File: config.mk
export PLATFORM = sky130hd
export DESIGN_NAME = exec_cluster
export DESIGN_NICKNAME = d
export VERILOG_FILES = /design/src/exec_pkg.sv /design/src/fu_result_if.sv /design/src/alu_unit.sv /design/src/shift_unit.sv /design/src/cdb_arbiter.sv /design/src/exec_cluster.sv
export SDC_FILE = /design/constraint.sdc
export NUM_CORES = 1
export LEC_CHECK = 0
export BUFFER_PORTS_ARGS = -buffer_cell sky130_fd_sc_hd__buf_2
export CORE_AREA = 5 5 170 139
export DETAILED_ROUTE_END_ITERATION = 7
export DIE_AREA = 0 0 175 144
export PLACE_DENSITY = 0.75
export RECOVER_POWER = 100
export SLEW_MARGIN = 20
export SYNTH_ARGS = -nofsm -noshare
export SYNTH_HDL_FRONTEND = slang
export SYNTH_HIERARCHICAL = 1
export SYNTH_SLANG_ARGS = --single-unit
File: constraint.sdc
create_clock -name clk -period 4.1 [get_ports clk]
set_clock_uncertainty 0.1 [all_clocks]
set_input_delay 0 -clock clk [delete_from_list [all_inputs] [get_ports clk]]
set_output_delay 0 -clock clk [all_outputs]
set_load 0.05 [all_outputs]
File: src/exec_pkg.sv
// **************************************************
// Shared types of the integer execute cluster
// Word type, ALU / branch / shift operation enums
// and the state of a unit's result holding register
// **************************************************
`default_nettype none

package exec_pkg;

	// Operand and result word
	typedef logic [31:0] word_t;

	// ALU operations
	// Every op that needs the subtract datapath has bit 2 set,
	// the adder takes that bit as invert / carry-in control
	typedef enum logic [3:0] {
		ADD  = 4'b0000,
		XOR  = 4'b0001,
		OR   = 4'b0010,
		AND  = 4'b0011,
		SUB  = 4'b0100,
		SLT  = 4'b0101, // Signed less than
		SLTU = 4'b0110  // Unsigned less than
	} alu_op_t;

	// Branch compare types, resolved on the SUB datapath
	typedef enum logic [2:0] {
		NONE = 3'd0,
		BEQ  = 3'd1,
		BNE  = 3'd2,
		BLT  = 3'd3,
		BGE  = 3'd4,
		BLTU = 3'd5,
		BGEU = 3'd6
	} branch_t;

	// Shift operations
	typedef enum logic [1:0] {
		SLL = 2'd0,
		SRL = 2'd1,
		SRA = 2'd2 // Sign fill
	} shift_op_t;

	// Holding register of a functional unit
	typedef enum logic {
		EMPTY = 1'b0, // Ready for issue
		HOLD  = 1'b1  // Result waiting for the CDB
	} unit_state_t;

endpackage

`default_nettype wire

File: src/fu_result_if.sv
// **************************************************
// Held result of one functional unit and the
// acknowledge (yumi) back from the CDB arbiter
// **************************************************
`timescale 1ns/1ps
`default_nettype none

interface fu_result_if #(
	parameter int ROB_W = 4
);

	logic               valid;        // Unit holds a result
	exec_pkg::word_t    result;
	logic [ROB_W-1:0]   rob;          // Destination ROB entry
	logic               branch_taken;
	logic               load_step1;   // From issue, first step of a load
	logic               yumi;         // Only high while valid

	modport unit (
		output valid, result, rob, branch_taken, load_step1,
		input  yumi
	);

	modport arb (
		input  valid, result, rob, branch_taken, load_step1,
		output yumi
	);

endinterface

`default_nettype wire

File: src/alu_unit.sv
// **************************************************
// Add / subtract / compare / logic unit
// Branch resolution on the subtract flags and a
// one-entry result holding register
// **************************************************
`timescale 1ns/1ps
`default_nettype none

module alu_unit #(
	parameter int ROB_W = 4
) (
	input  logic               clk,
	input  logic               rst,
	input  logic               issue,
	input  exec_pkg::alu_op_t  op,
	input  exec_pkg::branch_t  branch,
	input  logic [ROB_W-1:0]   rob,
	input  logic               load,
	input  exec_pkg::word_t    rs1,
	input  exec_pkg::word_t    rs2,
	output logic               ready,
	fu_result_if.unit          res
);

	exec_pkg::unit_state_t state_q;

	logic             sub;
	exec_pkg::word_t  b_opnd;
	logic [32:0]      sum_ext;
	exec_pkg::word_t  sum;
	logic             zero, negative, overflow, carry;
	logic             taken;
	exec_pkg::word_t  result;

	// Held packet
	exec_pkg::word_t  result_q;
	logic [ROB_W-1:0] rob_q;
	logic             taken_q;
	logic             load_q;

	assign sub = op[2]; // Subtract for SUB, SLT, SLTU and all branches

	// Two's complement subtract as rs1 + ~rs2 + 1
	assign b_opnd  = sub ? ~rs2 : rs2;
	assign sum_ext = {1'b0, rs1} + {1'b0, b_opnd} + {32'd0, sub};
	assign sum     = sum_ext[31:0];

	assign carry    = sum_ext[32]; // No borrow, rs1 >= rs2 unsigned
	assign zero     = (sum == '0);
	assign negative = sum[31];
	assign overflow = (rs1[31] == b_opnd[31]) && (sum[31] != rs1[31]);

	always_comb begin
		case (branch)
			exec_pkg::BEQ:  taken = zero;
			exec_pkg::BNE:  taken = ~zero;
			exec_pkg::BLT:  taken = negative ^ overflow;
			exec_pkg::BGE:  taken = ~(negative ^ overflow);
			exec_pkg::BLTU: taken = ~carry;
			exec_pkg::BGEU: taken = carry;
			default:        taken = 1'b0; // Not a branch
		endcase
	end

	always_comb begin
		case (op)
			exec_pkg::SLT:  result = {31'd0, negative ^ overflow};
			exec_pkg::SLTU: result = {31'd0, ~carry};
			exec_pkg::XOR:  result = rs1 ^ rs2;
			exec_pkg::OR:   result = rs1 | rs2;
			exec_pkg::AND:  result = rs1 & rs2;
			default:        result = sum; // ADD, SUB
		endcase
	end

	// EMPTY until issue, HOLD until the arbiter takes the result
	always_ff @(posedge clk) begin
		if (rst) begin
			state_q <= exec_pkg::EMPTY;
		end else begin
			case (state_q)
				exec_pkg::EMPTY: if (issue) state_q <= exec_pkg::HOLD;
				exec_pkg::HOLD:  if (res.yumi) state_q <= exec_pkg::EMPTY;
				default:         state_q <= exec_pkg::EMPTY;
			endcase
		end
	end

	always_ff @(posedge clk) begin
		if (issue && ready) begin
			result_q <= result;
			rob_q    <= rob;
			taken_q  <= taken;
			load_q   <= load;
		end
	end

	assign ready            = (state_q == exec_pkg::EMPTY);
	assign res.valid        = (state_q == exec_pkg::HOLD);
	assign res.result       = result_q;
	assign res.rob          = rob_q;
	assign res.branch_taken = taken_q;
	assign res.load_step1   = load_q;

	// Issue side must wait for ready
	a_no_issue_in_hold: assert property (
		@(posedge clk) disable iff (rst)
		issue |-> state_q == exec_pkg::EMPTY
	) else $error("alu_unit issued while holding a result");

	a_branch_is_sub: assert property (
		@(posedge clk) disable iff (rst)
		(issue && branch != exec_pkg::NONE) |-> op == exec_pkg::SUB
	) else $error("alu_unit branch issued without SUB");

endmodule

`default_nettype wire

File: src/shift_unit.sv
// **************************************************
// Barrel shift unit, SLL / SRL / SRA, with a
// one-entry result holding register
// **************************************************
`timescale 1ns/1ps
`default_nettype none

module shift_unit #(
	parameter int ROB_W = 4
) (
	input  logic                clk,
	input  logic                rst,
	input  logic                issue,
	input  exec_pkg::shift_op_t op,
	input  logic [ROB_W-1:0]    rob,
	input  exec_pkg::word_t     a,
	input  logic [4:0]          amt,
	output logic                ready,
	fu_result_if.unit           res
);

	exec_pkg::unit_state_t state_q;
	exec_pkg::word_t       shifted;
	exec_pkg::word_t       result_q;
	logic [ROB_W-1:0]      rob_q;

	always_comb begin
		case (op)
			exec_pkg::SLL: shifted = a << amt;
			exec_pkg::SRL: shifted = a >> amt;
			exec_pkg::SRA: shifted = $signed(a) >>> amt; // Copies bit 31 in
			default:       shifted = a;
		endcase
	end

	always_ff @(posedge clk) begin
		if (rst) begin
			state_q <= exec_pkg::EMPTY;
		end else begin
			case (state_q)
				exec_pkg::EMPTY: if (issue) state_q <= exec_pkg::HOLD;
				exec_pkg::HOLD:  if (res.yumi) state_q <= exec_pkg::EMPTY;
				default:         state_q <= exec_pkg::EMPTY;
			endcase
		end
	end

	// Packet captured on issue, kept until yumi
	always_ff @(posedge clk) begin
		if (issue && ready) begin
			result_q <= shifted;
			rob_q    <= rob;
		end
	end

	assign ready      = (state_q == exec_pkg::EMPTY);
	assign res.valid  = (state_q == exec_pkg::HOLD);
	assign res.result = result_q;
	assign res.rob    = rob_q;

	// Shifts never branch and never start a load
	assign res.branch_taken = 1'b0;
	assign res.load_step1   = 1'b0;

	a_no_issue_in_hold: assert property (
		@(posedge clk) disable iff (rst)
		issue |-> state_q == exec_pkg::EMPTY
	) else $error("shift_unit issued while holding a result");

endmodule

`default_nettype wire

File: src/cdb_arbiter.sv
// **************************************************
// Alternating-priority CDB arbiter for the ALU and
// shift results, yumi back to the winning unit
// **************************************************
`timescale 1ns/1ps
`default_nettype none

module cdb_arbiter #(
	parameter int ROB_W = 4
) (
	input  logic             clk,
	input  logic             rst,
	fu_result_if.arb         alu,
	fu_result_if.arb         shf,
	output logic             cdb_valid,
	output exec_pkg::word_t  cdb_result,
	output logic [ROB_W-1:0] cdb_rob,
	output logic             cdb_branch_taken,
	output logic             cdb_load_step1
);

	logic prio_shf_q; // Shift unit goes first on a tie
	logic grant_alu;
	logic grant_shf;

	// ALU wins when alone or when it lost the last grant
	assign grant_alu = alu.valid && (!shf.valid || !prio_shf_q);
	assign grant_shf = shf.valid && !grant_alu;

	always_ff @(posedge clk) begin
		if (rst) begin
			prio_shf_q <= 1'b0; // ALU favored out of reset
		end else if (grant_alu) begin
			prio_shf_q <= 1'b1;
		end else if (grant_shf) begin
			prio_shf_q <= 1'b0;
		end
	end

	assign alu.yumi = grant_alu;
	assign shf.yumi = grant_shf;

	// The CDB is always taken, so valid is just "anyone holds a result"
	assign cdb_valid        = alu.valid | shf.valid;
	assign cdb_result       = grant_shf ? shf.result       : alu.result;
	assign cdb_rob          = grant_shf ? shf.rob          : alu.rob;
	assign cdb_branch_taken = grant_shf ? shf.branch_taken : alu.branch_taken;
	assign cdb_load_step1   = grant_shf ? shf.load_step1   : alu.load_step1;

	a_one_yumi: assert property (
		@(posedge clk) disable iff (rst)
		!(alu.yumi && shf.yumi)
	) else $error("Both units acknowledged in one cycle");

	a_yumi_with_valid: assert property (
		@(posedge clk) disable iff (rst)
		(alu.yumi |-> alu.valid) and (shf.yumi |-> shf.valid)
	) else $error("yumi raised without a held result");

	// A loser on a tie is served in the very next cycle
	a_loser_next: assert property (
		@(posedge clk) disable iff (rst)
		(alu.valid && shf.valid && grant_alu) |=> grant_shf
	) else $error("Shift result not served after losing a tie");

endmodule

`default_nettype wire

File: src/exec_cluster.sv
// **************************************************
// Integer execute cluster top level
// ALU and shift units sharing one CDB via the arbiter
// **************************************************
`timescale 1ns/1ps
`default_nettype none

module exec_cluster #(
	parameter int ROB_W = 4
) (
	input  logic                clk,
	input  logic                rst,

	// ALU issue
	input  logic                alu_issue,
	input  exec_pkg::alu_op_t   alu_op,
	input  exec_pkg::branch_t   alu_branch,
	input  logic [ROB_W-1:0]    alu_rob,
	input  logic                alu_load,
	input  exec_pkg::word_t     alu_rs1,
	input  exec_pkg::word_t     alu_rs2,
	output logic                alu_ready,

	// Shift issue
	input  logic                shift_issue,
	input  exec_pkg::shift_op_t shift_op,
	input  logic [ROB_W-1:0]    shift_rob,
	input  exec_pkg::word_t     shift_a,
	input  logic [4:0]          shift_amt,
	output logic                shift_ready,

	// Common data bus
	output logic                cdb_valid,
	output exec_pkg::word_t     cdb_result,
	output logic [ROB_W-1:0]    cdb_rob,
	output logic                cdb_branch_taken,
	output logic                cdb_load_step1
);

	fu_result_if #(.ROB_W(ROB_W)) alu_res_if ();
	fu_result_if #(.ROB_W(ROB_W)) shf_res_if ();

	alu_unit #(.ROB_W(ROB_W)) alu_unit_i (
		.clk    (clk),
		.rst    (rst),
		.issue  (alu_issue),
		.op     (alu_op),
		.branch (alu_branch),
		.rob    (alu_rob),
		.load   (alu_load),
		.rs1    (alu_rs1),
		.rs2    (alu_rs2),
		.ready  (alu_ready),
		.res    (alu_res_if.unit)
	);

	shift_unit #(.ROB_W(ROB_W)) shift_unit_i (
		.clk   (clk),
		.rst   (rst),
		.issue (shift_issue),
		.op    (shift_op),
		.rob   (shift_rob),
		.a     (shift_a),
		.amt   (shift_amt),
		.ready (shift_ready),
		.res   (shf_res_if.unit)
	);

	cdb_arbiter #(.ROB_W(ROB_W)) cdb_arbiter_i (
		.clk              (clk),
		.rst              (rst),
		.alu              (alu_res_if.arb),
		.shf              (shf_res_if.arb),
		.cdb_valid        (cdb_valid),
		.cdb_result       (cdb_result),
		.cdb_rob          (cdb_rob),
		.cdb_branch_taken (cdb_branch_taken),
		.cdb_load_step1   (cdb_load_step1)
	);

endmodule

`default_nettype wire

---- Yosys cells after proc, flatten, opt, wreduce, memory -nomap -nowiden ----
Cells that the tools add are included.
cells by class
  add/subtract/negate cells ............... 2
  multiply operators ...................... 0
  divide/modulo/power cells ............... 0
  $lt $le $gt $ge ......................... 0
  equality and inequality tests ........... 15
  shifts and indexed selects .............. 3
  muxes and demuxes ....................... 16
  bitwise operators ....................... 11
  reduce and logical (&&, ||, !) cells .... 12
operators with widths
  operator            number
  $pmux 32 s5         1
  $pmux 32 s3         1
  $mux 32             2
  $add 32x32->33      1
  $add 33x1->33       1
  $and 32x32->32      1
  $logic_not 32->1    1
  $not 32->32         1
  $or 32x32->32       1
  $shl 32x5->32       1
  $shr 32x5->32       1
  $sshr 32x5->32      1
  $xor 32x32->32      1
  $eq 3x3->1 const B  3
  $eq 4x2->1 const B  2
  $eq 4x3->1 const B  2
  $mux 1              8
  $eq 3x2->1 const B  2
  $pmux 1 s6          1
  $logic_and 1x1->1   5
  $not 1->1           5
  $eq 4x1->1 const B  1
  $mux 4              1
  $pmux 1 s2          2
  11 further kinds    13
word-level totals
  register bits after elaboration ......... 77
  bits in latches ......................... 0
  memory bits (writable) .................. 0
  memory bits (read-only) ................. 0
  input port bits ......................... 123
  output and inout port bits .............. 41
  word-level logic and storage cells ...... 68
  memories ................................ 0

---- Longest topological paths before layout ----
  depth in word-level cells ............... 9
  depth in mapped cells ................... 15
  gate-level depth less buffers ........... 13

---- By module ----
Netlist, hierarchy kept.
by module, submodules not included
  module       instances  cells each  area each (um^2)  seq. area each (um^2)
  shift_unit   1          630         5595.4            1101.1
  alu_unit     1          640         5326.4            1161.1
  cdb_arbiter  1          50          566.8             20.0

---- Worst setup path after synthesis ----
OpenSTA, ideal clock, no wires.
  kind .................................... input-to-reg
  from .................................... in alu_op[2]
  to ...................................... reg alu_unit_i.taken_q (netlist: alu_unit_i/res.branch_taken) (data pin)
  setup time .............................. 265 ps
  arrival time ............................ 3561 ps
  required time ........................... 3735 ps
  setup slack ............................. 174 ps
  stages on the path ...................... 14
  buffers on the path ..................... 2
  cell sequence ........................... buf_2 buf_1 xor2_1 fa_1 a21o_2 a221oi_2 or4b_4 a21oi_1 or3_1 a211oi_1 nand4_1 or4_4 nor4_2 nor4b_2
on the way
  longest elaborated chain between the ends .. 8
  elaborated cells on any way between the ends .. 12
  those cells by class .................... 2 x add/sub; 2 x eq/ne; 2 x mux; 4 x bitwise; 2 x reduce/logical
RTL lines
  element               line                            source
  start, declared       exec_cluster.sv:16              input exec_pkg::alu_op_t alu_op,
  $mux 32               alu_unit.sv:44                  assign b_opnd = sub ? ~rs2 : rs2;
  $add 32x32->33        alu_unit.sv:45                  assign sum_ext = {1'b0, rs1} + {1'b0, b_opnd} + {32'd0, sub};
  $add 33x1->33         alu_unit.sv:45
  $ne 1x1->1            alu_unit.sv:51                  assign overflow = (rs1[31] == b_opnd[31]) && (sum[31] != rs1[31]);
  $logic_and 1x1->1     alu_unit.sv:51
  $xor 1x1->1           alu_unit.sv:57, alu_unit.sv:58
  $not 1->1             alu_unit.sv:58                  exec_pkg::BGE: taken = ~(negative ^ overflow);
  $pmux 1 s6 (*)        alu_unit.sv:54                  case (branch)
  net alu_unit_i.taken  alu_unit.sv:32                  logic taken;
  end signal, assigned  alu_unit.sv:93                  taken_q <= taken;
  end, declared         alu_unit.sv:38                  logic taken_q;
The timed path passes the listed nets; every way through them passes the cells marked *.
A chain may end at the register's enable or synchronous reset.

---- Worst setup path in the final report ----
  from .................................... in shift_amt[1]
  to ...................................... reg shift_unit_i.result_q[30] (netlist: shift_unit_i/res.result[30]) (data pin)
on the way
  longest elaborated chain between the ends .. 2
  elaborated cells on any way between the ends .. 4
  those cells by class .................... 3 x shift; 1 x mux
RTL lines
  element                                 line                source
  start, declared                         exec_cluster.sv:29  input logic [4:0] shift_amt,
  $sshr 32x5->32 (tied with other cells)  shift_unit.sv:31    exec_pkg::SRA: shifted = $signed(a) >>> amt;
  $pmux 32 s3 (*)                         shift_unit.sv:28    case (op)
  net shift_unit_i.shifted[30]            shift_unit.sv:23    exec_pkg::word_t shifted;
  end signal, assigned                    shift_unit.sv:51    result_q <= shifted;
  end, declared                           shift_unit.sv:24    exec_pkg::word_t result_q;
Marked as above.

==> impl_metrics.env <==
export IMPL_maximum_number_of_pins_on_one_net_before_global_route_repair=69
export IMPL_postSynth_asyncResetShare=0
export IMPL_post_drt_via_cell_ratio=6.73
export IMPL_achievable_frequency_ghz=0.257
export IMPL_r2r_worst_path_cells=1
export IMPL_floorplan_die_area_um2=25200
export IMPL_rsz_0062_raised_after_global_routing="false"
export IMPL_drt_drc_violations_left=0
export IMPL_yosys_cell_count_top_type="sky130_fd_sc_hd__nor2_1"
export IMPL_ir_drop_mv=0.237
export IMPL_gp_congestion=1.06
export IMPL_drt_pass1_iter_count=6
export IMPL_criticalPathCategory="in2reg"
export IMPL_critPathArrivalTime_ps=3780
export IMPL_ys_top_cells_by_area="sky130_fd_sc_hd__edfxtp_1 (19%), sky130_fd_sc_hd__ha_1 (11%), sky130_fd_sc_hd__mux4_2 (7.8%)"
export IMPL_timing_critical_path_from_type="primary input"
export IMPL_setup_worst_path_end_class="flip-flop"
export IMPL_totalNegativeSetupSlack_ps=0
export IMPL_start_util=0.523
export IMPL_chipWidth_um=175
export IMPL_cts_made_buffers=9
export IMPL_hold_viol_final=0
export IMPL_htreeDepth=3
export IMPL_design_final_nets=1669
export IMPL_final_clock_period_utilization_by_the_worst_path=0.948
export IMPL_hold_path_depth=4
export IMPL_boundaryPins=164
export IMPL_synth_edf_count=74
export IMPL_synth_cell_type_count=88
export IMPL_synthesis_instances=1320
export IMPL_failed_checks="capacitance limit, slew limit"
export IMPL_timing_final_max_slew_violations=128
export IMPL_synth_main_ff_cell="sky130_fd_sc_hd__edfxtp_1"
export IMPL_min_path_type="in2reg"
export IMPL_path_clk_slew_ps=70
export IMPL_core_um2=21900
export IMPL_place_worst_setup_slack_ps=67.2
export IMPL_synthesis_area_per_instance_um2=8.70
export IMPL_cts_sinks=77
export IMPL_final_cell_count_no_fill=1732
export IMPL_post_route_cells_drive_above_1_share=0.208
export IMPL_synth_ff_latch_count=77
export IMPL_wl_um=43400
export IMPL_n_antenna_cell=0
export IMPL_run_status="complete, but fails checks"
export IMPL_post_dp_hpwl_um=33400
export IMPL_crit_fanout=68
export IMPL_dr_first_iter_drc_count=1517
export IMPL_cts_setup_buffers=0
export IMPL_first_global_vias=10600
export IMPL_timing_critical_path_required_ps=4000
export IMPL_ff_latch_area_um2=2280
export IMPL_cts_tree="built"
export IMPL_cell_taking_the_most_area_after_synthesis="sky130_fd_sc_hd__edfxtp_1"
export IMPL_netlist_area_um2=11500
export IMPL_clock_tree_root_cell="sky130_fd_sc_hd__clkbuf_16"
export IMPL_setup_slack_ps=213
export IMPL_layout_min_cycle_time_ps=3890
export IMPL_track_usage=0.329
export IMPL_antenna_found_initial=2
export IMPL_top_cells_by_count_synth="sky130_fd_sc_hd__nor2_1 (139), sky130_fd_sc_hd__ha_1 (98), sky130_fd_sc_hd__nand2_1 (95)"
export IMPL_area_growth_syn_to_layout_pct=11.4
export IMPL_yosysSeqAreaShare=0.199
export IMPL_yosys_area_top_type_share=0.193
export IMPL_synth_warnings=6
export IMPL_filler_cell_count=2065
export IMPL_power_static_leakage_nw=5.55
export IMPL_p_per_area_nw_per_um2=291
export IMPL_drt_wirelength_per_cell_um=25.1
export IMPL_placed_cells=1702
export IMPL_port_buffers=163
export IMPL_num_rows=49
export IMPL_setup_viol=0
export IMPL_timing_max_cap_violations=3
export IMPL_slew_limit_headroom=-1.15
export IMPL_worstMarginPinSlew_ps=3220
export IMPL_clock_path_buffers=2
export IMPL_final_antenna_net_count=0
export IMPL_route_vias_total=11600
export IMPL_global_route_overflow_total=0
export IMPL_worstSkewPairLatency_ps=340
export IMPL_multi_input_area_um2=8330
export IMPL_grt_first_pass_wirelength_um=64100
export IMPL_dieHeight_um=144
## stage by stage
step,total power [mW],util,cell area (um2),hold WS [ps]
floorplan,2.36,-,11500,-21.5
global route,3.91,0.583,12800,54.2
global placement,2.93,0.569,12500,77.0
finish,3.73,0.583,12800,78.4
detailed placement,2.94,0.569,12500,81.5
CTS,3.71,0.588,12900,56.9
## power by group
group / internal, mW / switching, mW / leakage [nW]
Combinational: 0.685 / 1.28 / 4.67
Sequential: 0.987 / 0.0263 / 0.741
Clock: 0.418 / 0.336 / 0.134
## placed cells by master (no fill, tap or decap), drive strengths merged, types with 49 or more instances in the layout
| master | synthesis | final |
|---|---|---|
| a21oi | 83 | 83 |
| buf | 46 | 174 |
| edfxtp | 74 | 74 |
| ha | 98 | 98 |
| inv | 85 | 88 |
| mux2 | 54 | 54 |
| mux2i | 64 | 64 |
| mux4 | 49 | 49 |
| nand2 | 95 | 95 |
| nor2 | 139 | 139 |
| o21ai | 85 | 85 |
## flip-flops by register name, summed over array words and instances (netlist names)
register                     count
alu_unit_i/res.load_step1        1
alu_unit_i/res.rob               4
alu_unit_i/res.valid             1
shift_unit_i/res.rob             4
shift_unit_i/res.result         32
cdb_arbiter_i/prio_shf_q         1
alu_unit_i/res.branch_taken      1
shift_unit_i/res.valid           1
alu_unit_i/res.result           32
## critical path, stage by stage
cell and delay (ps):
sky130_fd_sc_hd__clkbuf_2 1240, sky130_fd_sc_hd__clkbuf_1 850, sky130_fd_sc_hd__mux2i_1 350, sky130_fd_sc_hd__mux2i_1 160
sky130_fd_sc_hd__mux4_2 470, sky130_fd_sc_hd__or4_1 390, sky130_fd_sc_hd__o21ai_0 130, sky130_fd_sc_hd__a311oi_1 170
## repair_timing
action | in CTS | in global routing
resized for setup | 0 | 0
endpoints found under the hold margin | 13 | 0
hold buffers | 13 | 0
## cells by family (layout without fill, tap and decap cells)
logic type / Yosys count / count (layout) / share of synthesized area
flip-flops: 77 / 77 / 0.199
AO/OA/AOI/OAI: 365 / 365 / 0.214
XOR/XNOR: 60 / 60 / 0.0457
AND/OR/NAND/NOR: 362 / 362 / 0.147
buffers and inverters: 189 / 320 / 0.0757
other: 1 / 2 / 0.000326
adder cells (fa/ha/maj): 99 / 99 / 0.108
multiplexers: 167 / 167 / 0.211
## layout make-up
type                            count  area share
Clock inverter                      7     0.00450
Clock buffer                        9      0.0176
Tap cell                          280      0.0274
Multi-Input combinational cell   1055       0.650
Inverter                           85      0.0249
Timing Repair Buffer              219      0.0970
Sequential cell                    77       0.178
## path summary, 6_finish.rpt
path | start | to | slack [ps]
worst max-delay path | shift_amt[1] | shift_unit_i/res.result[30]$_DFFE_PP_ | 210
worst min-delay path | alu_rs2[1] | alu_unit_i/res.result[1]$_DFFE_PP_ | 80
worst max register to register | shift_unit_i/res.valid$_SDFF_PP0_ | shift_unit_i/res.result[19]$_DFFE_PP_ | 770
worst min register to register | cdb_arbiter_i/prio_shf_q$_SDFFE_PP0P_ | cdb_arbiter_i/prio_shf_q$_SDFFE_PP0P_ | 420
## per-layer routing
layer,global-route usage,vias up,share of wire
met1,0.483,5599,0.44
li1,-,5217,-
met3,0.120,84,0.13
met5,0,-,0.00060
met2,0.467,745,0.41
met4,0.0632,4,0.022
Note: power is estimated with default switching activity, not from simulation.
